<file path="config.mk">
export PLATFORM = sky130hd
export DESIGN_NAME = lc4_pipeline
export DESIGN_NICKNAME = d
export VERILOG_FILES = /design/src/logic/lc4_pkg.sv /design/src/logic/lc4_pc_counter.sv /design/src/logic/lc4_decoder.sv /design/src/logic/lc4_regfile.sv /design/src/logic/lc4_hazard_unit.sv /design/src/logic/lc4_execute.sv /design/src/logic/lc4_pipeline.sv
export VERILOG_INCLUDE_DIRS = /design/src /design/src/logic
export SDC_FILE = /design/constraint.sdc
export NUM_CORES = 1
export LEC_CHECK = 0
export BUFFER_PORTS_ARGS = -buffer_cell sky130_fd_sc_hd__buf_2
export CORE_MARGIN = 3
export CORE_UTILIZATION = 39
export DETAILED_ROUTE_END_ITERATION = 10
export PLACE_DENSITY = 0.57
export SLEW_MARGIN = 30
export SYNTH_ARGS = -nofsm -noshare
export SYNTH_HDL_FRONTEND = slang
export SYNTH_HIERARCHICAL = 1
export SYNTH_SLANG_ARGS = --single-unit
</file>
<file path="constraint.sdc">
create_clock -name gwe -period 6.7 [get_ports gwe]
set_input_delay 2.01 -clock gwe [delete_from_list [all_inputs] [get_ports gwe]]
set_output_delay 2.01 -clock gwe [all_outputs]
set_load 0.05 [all_outputs]
</file>
<file path="src/logic/lc4_macros.svh">
`ifndef LC4_MACROS_SVH
`define LC4_MACROS_SVH

// datapath and address width
`define LC4_WORD_W 16

// register select width and count
`define LC4_REG_W 3
`define LC4_NUM_REGS 8

// first fetch address after reset
`define LC4_BOOT_PC 16'h8200

// opcode field inside an instruction word
`define LC4_OPC_MSB 15
`define LC4_OPC_LSB 12

// cycles before the testbench gives up on a program
`define LC4_RUN_LIMIT 2000

`endif

</file>
<file path="src/logic/lc4_pkg.sv">
`include "lc4_macros.svh"

package lc4_pkg;

   // top nibble of the instruction, kept subset only
   typedef enum logic [3:0] {
      OPC_BR    = 4'h0,
      OPC_ARITH = 4'h1,
      OPC_LOGIC = 4'h5,
      OPC_LDR   = 4'h6,
      OPC_STR   = 4'h7,
      OPC_CONST = 4'h9
   } opcode_t;

   // order matters: {is_logic, sub-op bit 4} indexes this
   typedef enum logic [1:0] {
      ALU_ADD = 2'd0,
      ALU_SUB = 2'd1,
      ALU_AND = 2'd2,
      ALU_OR  = 2'd3
   } alu_op_t;

   typedef enum logic [1:0] {
      STALL_NONE   = 2'd0,
      STALL_FLUSH  = 2'd2, // squashed by a taken branch or reset
      STALL_HAZARD = 2'd3  // bubble behind a pending register or nzp write
   } stall_t;

   // second ALU operand source
   typedef enum logic [1:0] {
      IMM_REG    = 2'd0, // rt
      IMM_OFF6   = 2'd1, // sext(insn[5:0]), load/store address
      IMM_CONST9 = 2'd2  // sext(insn[8:0]) replaces the result
   } imm_sel_t;

   typedef struct packed {
      logic [`LC4_REG_W-1:0] rs_sel;
      logic [`LC4_REG_W-1:0] rt_sel;
      logic                  rs_re;
      logic                  rt_re;
      logic [`LC4_REG_W-1:0] rd_sel;
      logic                  rf_we;
      logic                  nzp_we;
      logic                  is_load;
      logic                  is_store;
      logic                  is_branch;
      alu_op_t               alu_op;
      imm_sel_t              imm_sel;
   } ctrl_t;

   // one pipeline slot; value is rt in execute, result/address in memory,
   // writeback data in writeback
   typedef struct packed {
      logic [`LC4_WORD_W-1:0] pc;
      logic [`LC4_WORD_W-1:0] insn;
      ctrl_t                  ctrl;
      stall_t                 stall;
      logic [`LC4_WORD_W-1:0] value;
   } stage_t;

   typedef struct packed {
      stall_t                 stall;
      logic [`LC4_WORD_W-1:0] pc;
      logic [`LC4_WORD_W-1:0] insn;
      logic                   regfile_we;
      logic [`LC4_REG_W-1:0]  regfile_wsel;
      logic [`LC4_WORD_W-1:0] regfile_data;
      logic                   nzp_we;
      logic [2:0]             nzp_bits;
      logic                   dmem_we;
      logic [`LC4_WORD_W-1:0] dmem_addr;
      logic [`LC4_WORD_W-1:0] dmem_data;
   } wb_trace_t;

   function automatic logic [2:0] nzp_of(input logic [`LC4_WORD_W-1:0] word);
      if (word[`LC4_WORD_W-1]) begin
         return 3'b100;
      end else if (word == '0) begin
         return 3'b010;
      end else begin
         return 3'b001;
      end
   endfunction

endpackage

</file>
<file path="src/logic/lc4_pc_counter.sv">
`timescale 1ns/1ps
`include "lc4_macros.svh"

module lc4_pc_counter (
   input  logic                   gwe,
   input  logic                   i_reset,
   input  logic                   i_stall,    // decode is holding
   input  logic                   i_redirect, // taken branch in execute
   input  logic [`LC4_WORD_W-1:0] i_target,
   output logic [`LC4_WORD_W-1:0] o_pc
);

   logic [`LC4_WORD_W-1:0] pc_q;
   logic [`LC4_WORD_W-1:0] pc_next;

   // redirect wins: the stalled decode slot is younger than the branch
   always_comb begin
      if (i_redirect) begin
         pc_next = i_target;
      end else if (i_stall) begin
         pc_next = pc_q;
      end else begin
         pc_next = pc_q + 1'b1;
      end
   end

   always_ff @(posedge gwe) begin
      if (i_reset) begin
         pc_q <= `LC4_BOOT_PC;
      end else begin
         pc_q <= pc_next;
      end
   end

   assign o_pc = pc_q;

endmodule

</file>
<file path="src/logic/lc4_decoder.sv">
`timescale 1ns/1ps
`include "lc4_macros.svh"

module lc4_decoder
   import lc4_pkg::*;
(
   input  logic [`LC4_WORD_W-1:0] i_insn,
   output ctrl_t                  o_ctrl
);

   opcode_t opc;
   logic    rr_sub_ok; // sub-op is one of the two kept register forms

   assign opc       = opcode_t'(i_insn[`LC4_OPC_MSB:`LC4_OPC_LSB]);
   assign rr_sub_ok = (i_insn[5:3] == 3'b000) || (i_insn[5:3] == 3'b010);

   always_comb begin
      // field positions are fixed across formats, enables decide use
      o_ctrl         = '0;
      o_ctrl.rs_sel  = i_insn[8:6];
      o_ctrl.rt_sel  = i_insn[2:0];
      o_ctrl.rd_sel  = i_insn[11:9];
      o_ctrl.alu_op  = ALU_ADD;
      o_ctrl.imm_sel = IMM_REG;

      case (opc)
         OPC_BR: begin
            o_ctrl.is_branch = |i_insn[11:9]; // empty mask is a nop
         end
         OPC_ARITH, OPC_LOGIC: begin
            if (rr_sub_ok) begin
               o_ctrl.rs_re  = 1'b1;
               o_ctrl.rt_re  = 1'b1;
               o_ctrl.rf_we  = 1'b1;
               o_ctrl.nzp_we = 1'b1;
               o_ctrl.alu_op = alu_op_t'({opc == OPC_LOGIC, i_insn[4]});
            end
         end
         OPC_LDR: begin
            o_ctrl.rs_re   = 1'b1;
            o_ctrl.rf_we   = 1'b1;
            o_ctrl.nzp_we  = 1'b1;
            o_ctrl.is_load = 1'b1;
            o_ctrl.imm_sel = IMM_OFF6;
         end
         OPC_STR: begin
            o_ctrl.rs_re    = 1'b1;
            o_ctrl.rt_sel   = i_insn[11:9]; // store data sits in the rd slot
            o_ctrl.rt_re    = 1'b1;
            o_ctrl.is_store = 1'b1;
            o_ctrl.imm_sel  = IMM_OFF6;
         end
         OPC_CONST: begin
            o_ctrl.rf_we   = 1'b1;
            o_ctrl.nzp_we  = 1'b1;
            o_ctrl.imm_sel = IMM_CONST9;
         end
         default: begin
            o_ctrl.rd_sel = '0; // unsupported, no writes
         end
      endcase
   end

endmodule

</file>
<file path="src/logic/lc4_regfile.sv">
`timescale 1ns/1ps
`include "lc4_macros.svh"

module lc4_regfile (
   input  logic                   gwe,
   input  logic                   i_reset,
   input  logic [`LC4_REG_W-1:0]  i_rs,
   input  logic [`LC4_REG_W-1:0]  i_rt,
   input  logic [`LC4_REG_W-1:0]  i_rd,
   input  logic                   i_we,
   input  logic [`LC4_WORD_W-1:0] i_wdata,
   output logic [`LC4_WORD_W-1:0] o_rs_data,
   output logic [`LC4_WORD_W-1:0] o_rt_data
);

   logic [`LC4_WORD_W-1:0] regs [`LC4_NUM_REGS];

   // no write-through, a writeback value shows up the cycle after
   always_ff @(posedge gwe) begin
      if (i_reset) begin
         for (int i = 0; i < `LC4_NUM_REGS; i++) begin
            regs[i] <= '0;
         end
      end else if (i_we) begin
         regs[i_rd] <= i_wdata;
      end
   end

   assign o_rs_data = regs[i_rs];
   assign o_rt_data = regs[i_rt];

endmodule

</file>
<file path="src/logic/lc4_hazard_unit.sv">
`timescale 1ns/1ps
`include "lc4_macros.svh"

module lc4_hazard_unit
   import lc4_pkg::*;
(
   input  ctrl_t i_dec,
   input  ctrl_t i_ex,
   input  ctrl_t i_mem,
   input  ctrl_t i_wb,
   output logic  o_stall
);

   logic rs_hit;
   logic rt_hit;
   logic nzp_busy;

   // true when slot c will write register sel
   function automatic logic writes_reg(input ctrl_t c, input logic [`LC4_REG_W-1:0] sel);
      return c.rf_we && (c.rd_sel == sel);
   endfunction

   // nothing is bypassed, so any writer still in flight blocks the reader
   assign rs_hit = i_dec.rs_re && (writes_reg(i_ex, i_dec.rs_sel) ||
                                   writes_reg(i_mem, i_dec.rs_sel) ||
                                   writes_reg(i_wb, i_dec.rs_sel));

   assign rt_hit = i_dec.rt_re && (writes_reg(i_ex, i_dec.rt_sel) ||
                                   writes_reg(i_mem, i_dec.rt_sel) ||
                                   writes_reg(i_wb, i_dec.rt_sel));

   // a branch must see the nzp of every older instruction
   assign nzp_busy = i_ex.nzp_we | i_mem.nzp_we | i_wb.nzp_we;

   assign o_stall = rs_hit | rt_hit | (i_dec.is_branch & nzp_busy);

endmodule

</file>
<file path="src/logic/lc4_execute.sv">
`timescale 1ns/1ps
`include "lc4_macros.svh"

module lc4_execute
   import lc4_pkg::*;
(
   input  logic                   gwe,
   input  logic                   i_reset,
   input  stage_t                 i_slot,     // value carries rt here
   input  logic [`LC4_WORD_W-1:0] i_rs_data,
   input  logic                   i_nzp_we,   // from writeback
   input  logic [2:0]             i_nzp_bits,
   output logic [`LC4_WORD_W-1:0] o_result,
   output logic                   o_taken,
   output logic [`LC4_WORD_W-1:0] o_target
);

   logic [2:0]             nzp_q;
   logic [`LC4_WORD_W-1:0] imm6;
   logic [`LC4_WORD_W-1:0] imm9;
   logic [`LC4_WORD_W-1:0] opnd_b;
   logic [`LC4_WORD_W-1:0] alu_out;

   assign imm6 = {{(`LC4_WORD_W-6){i_slot.insn[5]}}, i_slot.insn[5:0]};
   assign imm9 = {{(`LC4_WORD_W-9){i_slot.insn[8]}}, i_slot.insn[8:0]};

   // loads and stores reuse the adder for base + offset
   assign opnd_b = (i_slot.ctrl.imm_sel == IMM_OFF6) ? imm6 : i_slot.value;

   always_comb begin
      case (i_slot.ctrl.alu_op)
         ALU_ADD: alu_out = i_rs_data + opnd_b;
         ALU_SUB: alu_out = i_rs_data - opnd_b;
         ALU_AND: alu_out = i_rs_data & opnd_b;
         ALU_OR:  alu_out = i_rs_data | opnd_b;
         default: alu_out = '0;
      endcase
   end

   assign o_result = (i_slot.ctrl.imm_sel == IMM_CONST9) ? imm9 : alu_out;

   // condition register, architectural state updated at retire
   always_ff @(posedge gwe) begin
      if (i_reset) begin
         nzp_q <= 3'b010;
      end else if (i_nzp_we) begin
         nzp_q <= i_nzp_bits;
      end
   end

   // mask in insn[11:9] is n, z, p
   assign o_taken  = i_slot.ctrl.is_branch & (|(i_slot.insn[11:9] & nzp_q));
   assign o_target = i_slot.pc + imm9 + 1'b1;

endmodule

</file>
<file path="src/logic/lc4_pipeline.sv">
`timescale 1ns/1ps
`include "lc4_macros.svh"

module lc4_pipeline
   import lc4_pkg::*;
(
   input  logic                   gwe,
   input  logic                   i_reset,
   output logic [`LC4_WORD_W-1:0] o_cur_pc,
   input  logic [`LC4_WORD_W-1:0] i_cur_insn,
   output logic [`LC4_WORD_W-1:0] o_dmem_addr,
   output logic                   o_dmem_we,
   output logic [`LC4_WORD_W-1:0] o_dmem_towrite,
   input  logic [`LC4_WORD_W-1:0] i_cur_dmem_data,
   output wb_trace_t              o_trace
);

   localparam stage_t FLUSH_SLOT = '{pc: '0, insn: '0, ctrl: '0,
                                     stall: STALL_FLUSH, value: '0};
   localparam stage_t HAZARD_SLOT = '{pc: '0, insn: '0, ctrl: '0,
                                      stall: STALL_HAZARD, value: '0};

   stage_t dec_q, ex_q, mem_q, wb_q;
   stage_t fetch_slot, dec_slot, ex_slot, mem_slot;

   ctrl_t                  dec_ctrl;
   logic                   stall;
   logic                   taken;
   logic [`LC4_WORD_W-1:0] target;
   logic [`LC4_WORD_W-1:0] pc;
   logic [`LC4_WORD_W-1:0] rs_data, rt_data;
   logic [`LC4_WORD_W-1:0] ex_rs;        // rs operand beside the execute slot
   logic [`LC4_WORD_W-1:0] ex_result;
   logic [`LC4_WORD_W-1:0] mem_rt;       // store data in the memory stage
   logic [`LC4_WORD_W-1:0] wb_dmem_addr;
   logic [`LC4_WORD_W-1:0] wb_dmem_data;
   logic [2:0]             wb_nzp;
   logic                   mem_access;

   lc4_pc_counter i_lc4_pc_counter (
      .gwe        (gwe),
      .i_reset    (i_reset),
      .i_stall    (stall),
      .i_redirect (taken),
      .i_target   (target),
      .o_pc       (pc)
   );

   assign o_cur_pc = pc;

   lc4_decoder i_lc4_decoder (
      .i_insn (dec_q.insn),
      .o_ctrl (dec_ctrl)
   );

   lc4_regfile i_lc4_regfile (
      .gwe       (gwe),
      .i_reset   (i_reset),
      .i_rs      (dec_ctrl.rs_sel),
      .i_rt      (dec_ctrl.rt_sel),
      .i_rd      (wb_q.ctrl.rd_sel),
      .i_we      (wb_q.ctrl.rf_we),
      .i_wdata   (wb_q.value),
      .o_rs_data (rs_data),
      .o_rt_data (rt_data)
   );

   lc4_hazard_unit i_lc4_hazard_unit (
      .i_dec   (dec_ctrl),
      .i_ex    (ex_q.ctrl),
      .i_mem   (mem_q.ctrl),
      .i_wb    (wb_q.ctrl),
      .o_stall (stall)
   );

   lc4_execute i_lc4_execute (
      .gwe        (gwe),
      .i_reset    (i_reset),
      .i_slot     (ex_q),
      .i_rs_data  (ex_rs),
      .i_nzp_we   (wb_q.ctrl.nzp_we),
      .i_nzp_bits (wb_nzp),
      .o_result   (ex_result),
      .o_taken    (taken),
      .o_target   (target)
   );

   // memory stage drives the data port directly from its slot
   assign mem_access     = mem_q.ctrl.is_load | mem_q.ctrl.is_store;
   assign o_dmem_addr    = mem_access ? mem_q.value : '0;
   assign o_dmem_we      = mem_q.ctrl.is_store;
   assign o_dmem_towrite = mem_rt;

   always_comb begin
      fetch_slot       = '{pc: pc, insn: i_cur_insn, ctrl: '0,
                           stall: STALL_NONE, value: '0};
      dec_slot         = dec_q;
      dec_slot.ctrl    = dec_ctrl;
      dec_slot.value   = rt_data;
      ex_slot          = ex_q;
      ex_slot.value    = ex_result;
      mem_slot         = mem_q;
      mem_slot.value   = mem_q.ctrl.is_load ? i_cur_dmem_data : mem_q.value;
   end

   always_ff @(posedge gwe) begin
      if (i_reset) begin
         dec_q <= FLUSH_SLOT;
         ex_q  <= FLUSH_SLOT;
         mem_q <= FLUSH_SLOT;
         wb_q  <= FLUSH_SLOT;
      end else begin
         // a taken branch squashes the two younger slots
         if (taken) begin
            dec_q <= FLUSH_SLOT;
            ex_q  <= FLUSH_SLOT;
         end else if (stall) begin
            ex_q  <= HAZARD_SLOT; // decode holds its instruction
         end else begin
            dec_q <= fetch_slot;
            ex_q  <= dec_slot;
         end
         mem_q <= ex_slot;
         wb_q  <= mem_slot;
      end
   end

   always_ff @(posedge gwe) begin
      ex_rs        <= rs_data;
      mem_rt       <= ex_q.value;
      wb_dmem_addr <= o_dmem_addr;
      wb_dmem_data <= mem_q.ctrl.is_load  ? i_cur_dmem_data :
                      mem_q.ctrl.is_store ? mem_rt : '0;
   end

   assign wb_nzp = nzp_of(wb_q.value);

   always_comb begin
      o_trace.stall        = wb_q.stall;
      o_trace.pc           = wb_q.pc;
      o_trace.insn         = wb_q.insn;
      o_trace.regfile_we   = wb_q.ctrl.rf_we;
      o_trace.regfile_wsel = wb_q.ctrl.rd_sel;
      o_trace.regfile_data = wb_q.value;
      o_trace.nzp_we       = wb_q.ctrl.nzp_we;
      o_trace.nzp_bits     = wb_nzp;
      o_trace.dmem_we      = wb_q.ctrl.is_store;
      o_trace.dmem_addr    = wb_dmem_addr;
      o_trace.dmem_data    = wb_dmem_data;
   end

endmodule

</file>
==> results by stage <==
Timing:
- Setup repair after global routing left no endpoint under its margin.
- The worst setup slack after layout is 2.321 ns.
- The max-slew violation count is 0.
- The fmax is 228.4 MHz.
- The number of hold violations in the final report is 0.
- Across the routed clock network, the largest skew measured is 0.01841 ns.
- The sum of negative setup slack is 0 ns.
- Setup violations remaining at the end of the flow were counted as 0.
- The actual transition at the worst max-transition pin is 0.8119 ns.
- In this run the tightest slew margin relative to its limit is 45.76%.
- The post-route minimum period is 4.379 ns.
- The ratio of final minimum period to clock period is 65.35%.

Logic synthesis:
- The total nets after synthesis is 1683.
- After technology mapping, the gate count stands at 1614.
- The warning count from the yosys run is 6.
- Each instance of the synthesized netlist takes up on average 11.72 sq um.
- The cell area after synthesis is 18910 sq um.

Detailed routing:
- In this run the remaining antenna-violating nets after routing total 0.
- The first routing iteration left 1054 violations.
- The total number of vias is 12310.
- The vias per cell is 5.287.
- The number of optimization iterations in the first detailed-route pass is 5.
- The post-detailed-route DRC marker count is 0.
- The routed wirelength normalized by instance count is 21.46 um.
- The routed wire length is 49.98 mm.

Die:
- The core area is 47850 sq um.
- The area enclosed by the die boundary is 51170 sq um.
- Once the floorplan was initialized, standard cells occupied 39.53% of the core.
- The vertical die dimension is 226.2 um.
- The number of core rows is 80.
- For this design the top-level I/O count stands at 174.
- The die is 226.2 um wide.

Clock network:
- The level count of the clock H-tree is 2.
- The number of clock buffers added by TritonCTS is 42.
- The maximum buffer depth of the clock tree is 3.
- After clock tree synthesis, the setup repair step added 0 buffers.
- The number of sinks driven by the clock tree is 419.
- The clock root buffer master is clkbuf_16.
- After clock tree synthesis, the clock-pin slew on the worst setup and hold paths is 0.06 ns.
- In this run, post-CTS hold repair placed 0 buffers.
- TritonCTS built the clock tree.
- The number of gates resized after cts is 0.
- At the later pin of the worst-skew pair, clock insertion delay measures 0.57 ns.

Global route:
- In the global route stage, overall resource usage came out at 19.31%.
- The aggregate global routing overflow is 0.
- The number of antenna violations at the first check in global routing was 0.
- The pin count of the biggest net entering global routing is 97.
- The wire length of the first global-routing pass is 74.46 mm.
- The number of global-route vias before repair is 11760.

Power:
- The internal power summed over all cells is 4.415 mW.
- In this run, the combinational gates consume 18.1% of the power.
- Per report_power, the sequential group accounts for 46.6% of the total.
- The analysis attributes to cell leakage a power of 8.357 nW.
- In this run the power spent charging and discharging nets is 1.821 mW.
- The highest ir drop seen on vdd is 0.0001664 V.
- For this design the ratio of total power to cell area is 296.9 nW/um^2.
- Net switching is 29.20% of the power.
- The clock group share of total power is 35.3%.

Setup path:
- The worst setup path is of the flip-flop to output pin kind.
- The number of buffers and inverters on the critical path is 1.
- The kind of launch point of the worst setup path is a flip-flop.
- The required time of the worst setup path is 4.69 ns.
- The cell class contributing the biggest share of worst-path delay is simple AND/OR/NAND/NOR gates.
- Traced cell by cell, the critical path runs through nor4_2, and4_1, buf_2.
- The nature of the critical path endpoint is an output pin.
- The critical path's slowest cell is nor4_2.
- The largest driver fanout on the critical path is 3.
- In this design, the stage delay of the slowest critical-path cell is 0.73 ns.
- The arrival time of data at the critical path endpoint is 2.37 ns.

Placement:
- The number of buffers inserted by port buffering is 173.
- The final weighted congestion in routability-driven placement is 0.8827.
- Counting tap cells, the placed design contains a total of 2259 instances.
- Timing analysis after detailed placement gives a worst setup slack of 2.481 ns.
- The post-detailed-placement cell area is 19720 sq um.
- Summed over all nets, the half-perimeter wirelength after detailed placement is 35.45 mm.

Finish:
- The area growth from synthesis to layout is 11.05%.
- The count of cells in the finished layout, fillers not included, comes to 2329.
- The final net count is 1758.
- The repair_antennas step left the layout with diodes totalling 0.
- The proportion of layout cells with a drive suffix above 1 is 20.65%.
- Once layout is done, the placed cells without fillers occupy 21000 sq um.

Flow run:
- Across the run, the number of max-cap violations was 0.

Hold path:
- The min-delay analysis places its worst path in the category flip-flop to flip-flop.

Status:
- The flow ran to the end, and the final reports show no timing, DRC or antenna violations.
## sequential cells by signal, indices dropped and copies added, names as in the netlist, 33 cells and up
signal	flops
i_lc4_regfile/regs	128
dec_q	33
o_trace	56
mem_q	56
ex_q	62
## power by group through the flow
stage               logic [mW]  registers [mW]  clock network [mW]
floorplan                0.821            2.94                   0
global placement          1.11            2.95                   0
detailed placement        1.12            2.96                   0
CTS                       1.13            2.90                2.26
global route              1.22            2.92                2.35
finish                    1.13            2.90                2.20
## worst reg2reg max path: cells and delay by family, from the launching register on
kind / cells / cell delay (ns)
compound gates: 7 / 1.53
xor+xnor: 1 / 0.18
fa+ha+maj: 1 / 0.40
flops: 1 / 0.36
simple gates: 5 / 1.36
## cells in the final DEF, fill, tap and decap left out, types with 27 or more instances in the layout
master     count
a21oi_1       46
mux4_1        56
ha_1          33
edfxtp_1     128
buf_2        172
nand2_1       50
and2_1        63
nor2b_1      115
a22o_1        48
xnor2_1       46
clkbuf_16     43
nor2_1        75
dfxtp_1      288
mux2_2        35
o21ai_0       27
nor3_1       141
## final cells by class
cell class	instances	area [sq um]
Fill cell	4472	26840
Sequential cell	419	9673
Multi-Input combinational cell	987	8071
Clock buffer	56	1175
Timing Repair Buffer	199	1071
Tap cell	615	769.5
Inverter	40	151.4
Clock inverter	13	91.34
## path summary, 6_finish.rpt
check | start | end | slack [ns] | depth (start not counted)
hold / removal | ex_q[4] | o_dmem_towrite[4] | 0.39 | 0
setup reg to reg | ex_q[18] | mem_q[15] | 2.80 | 14
setup / recovery | o_trace[39] | o_trace[34] | 2.32 | 3
hold reg to reg | ex_q[4] | o_dmem_towrite[4] | 0.39 | 0
## through the flow
stage                     power [mW]  hold slack, ns  utilization, %
final                          6.236          0.3923           43.90
after global routing           6.488          0.4072           43.90
after CTS                      6.286          0.3917           43.85
after detailed placement       4.074          0.3876           41.21
after global placement         4.066          0.3961           41.16
after floorplan                3.759          0.3314               -
## routing by layer
layer | track usage, % | vias to the layer above | wire, um
met5 | 0 | - | 0
met4 | 5.337 | 0 | 1099
met3 | 5.343 | 71 | 4050
met2 | 28.64 | 429 | 21620
met1 | 27.73 | 5898 | 23200
li1 | - | 5916 | -
Power figures use the tool's default switching activity.
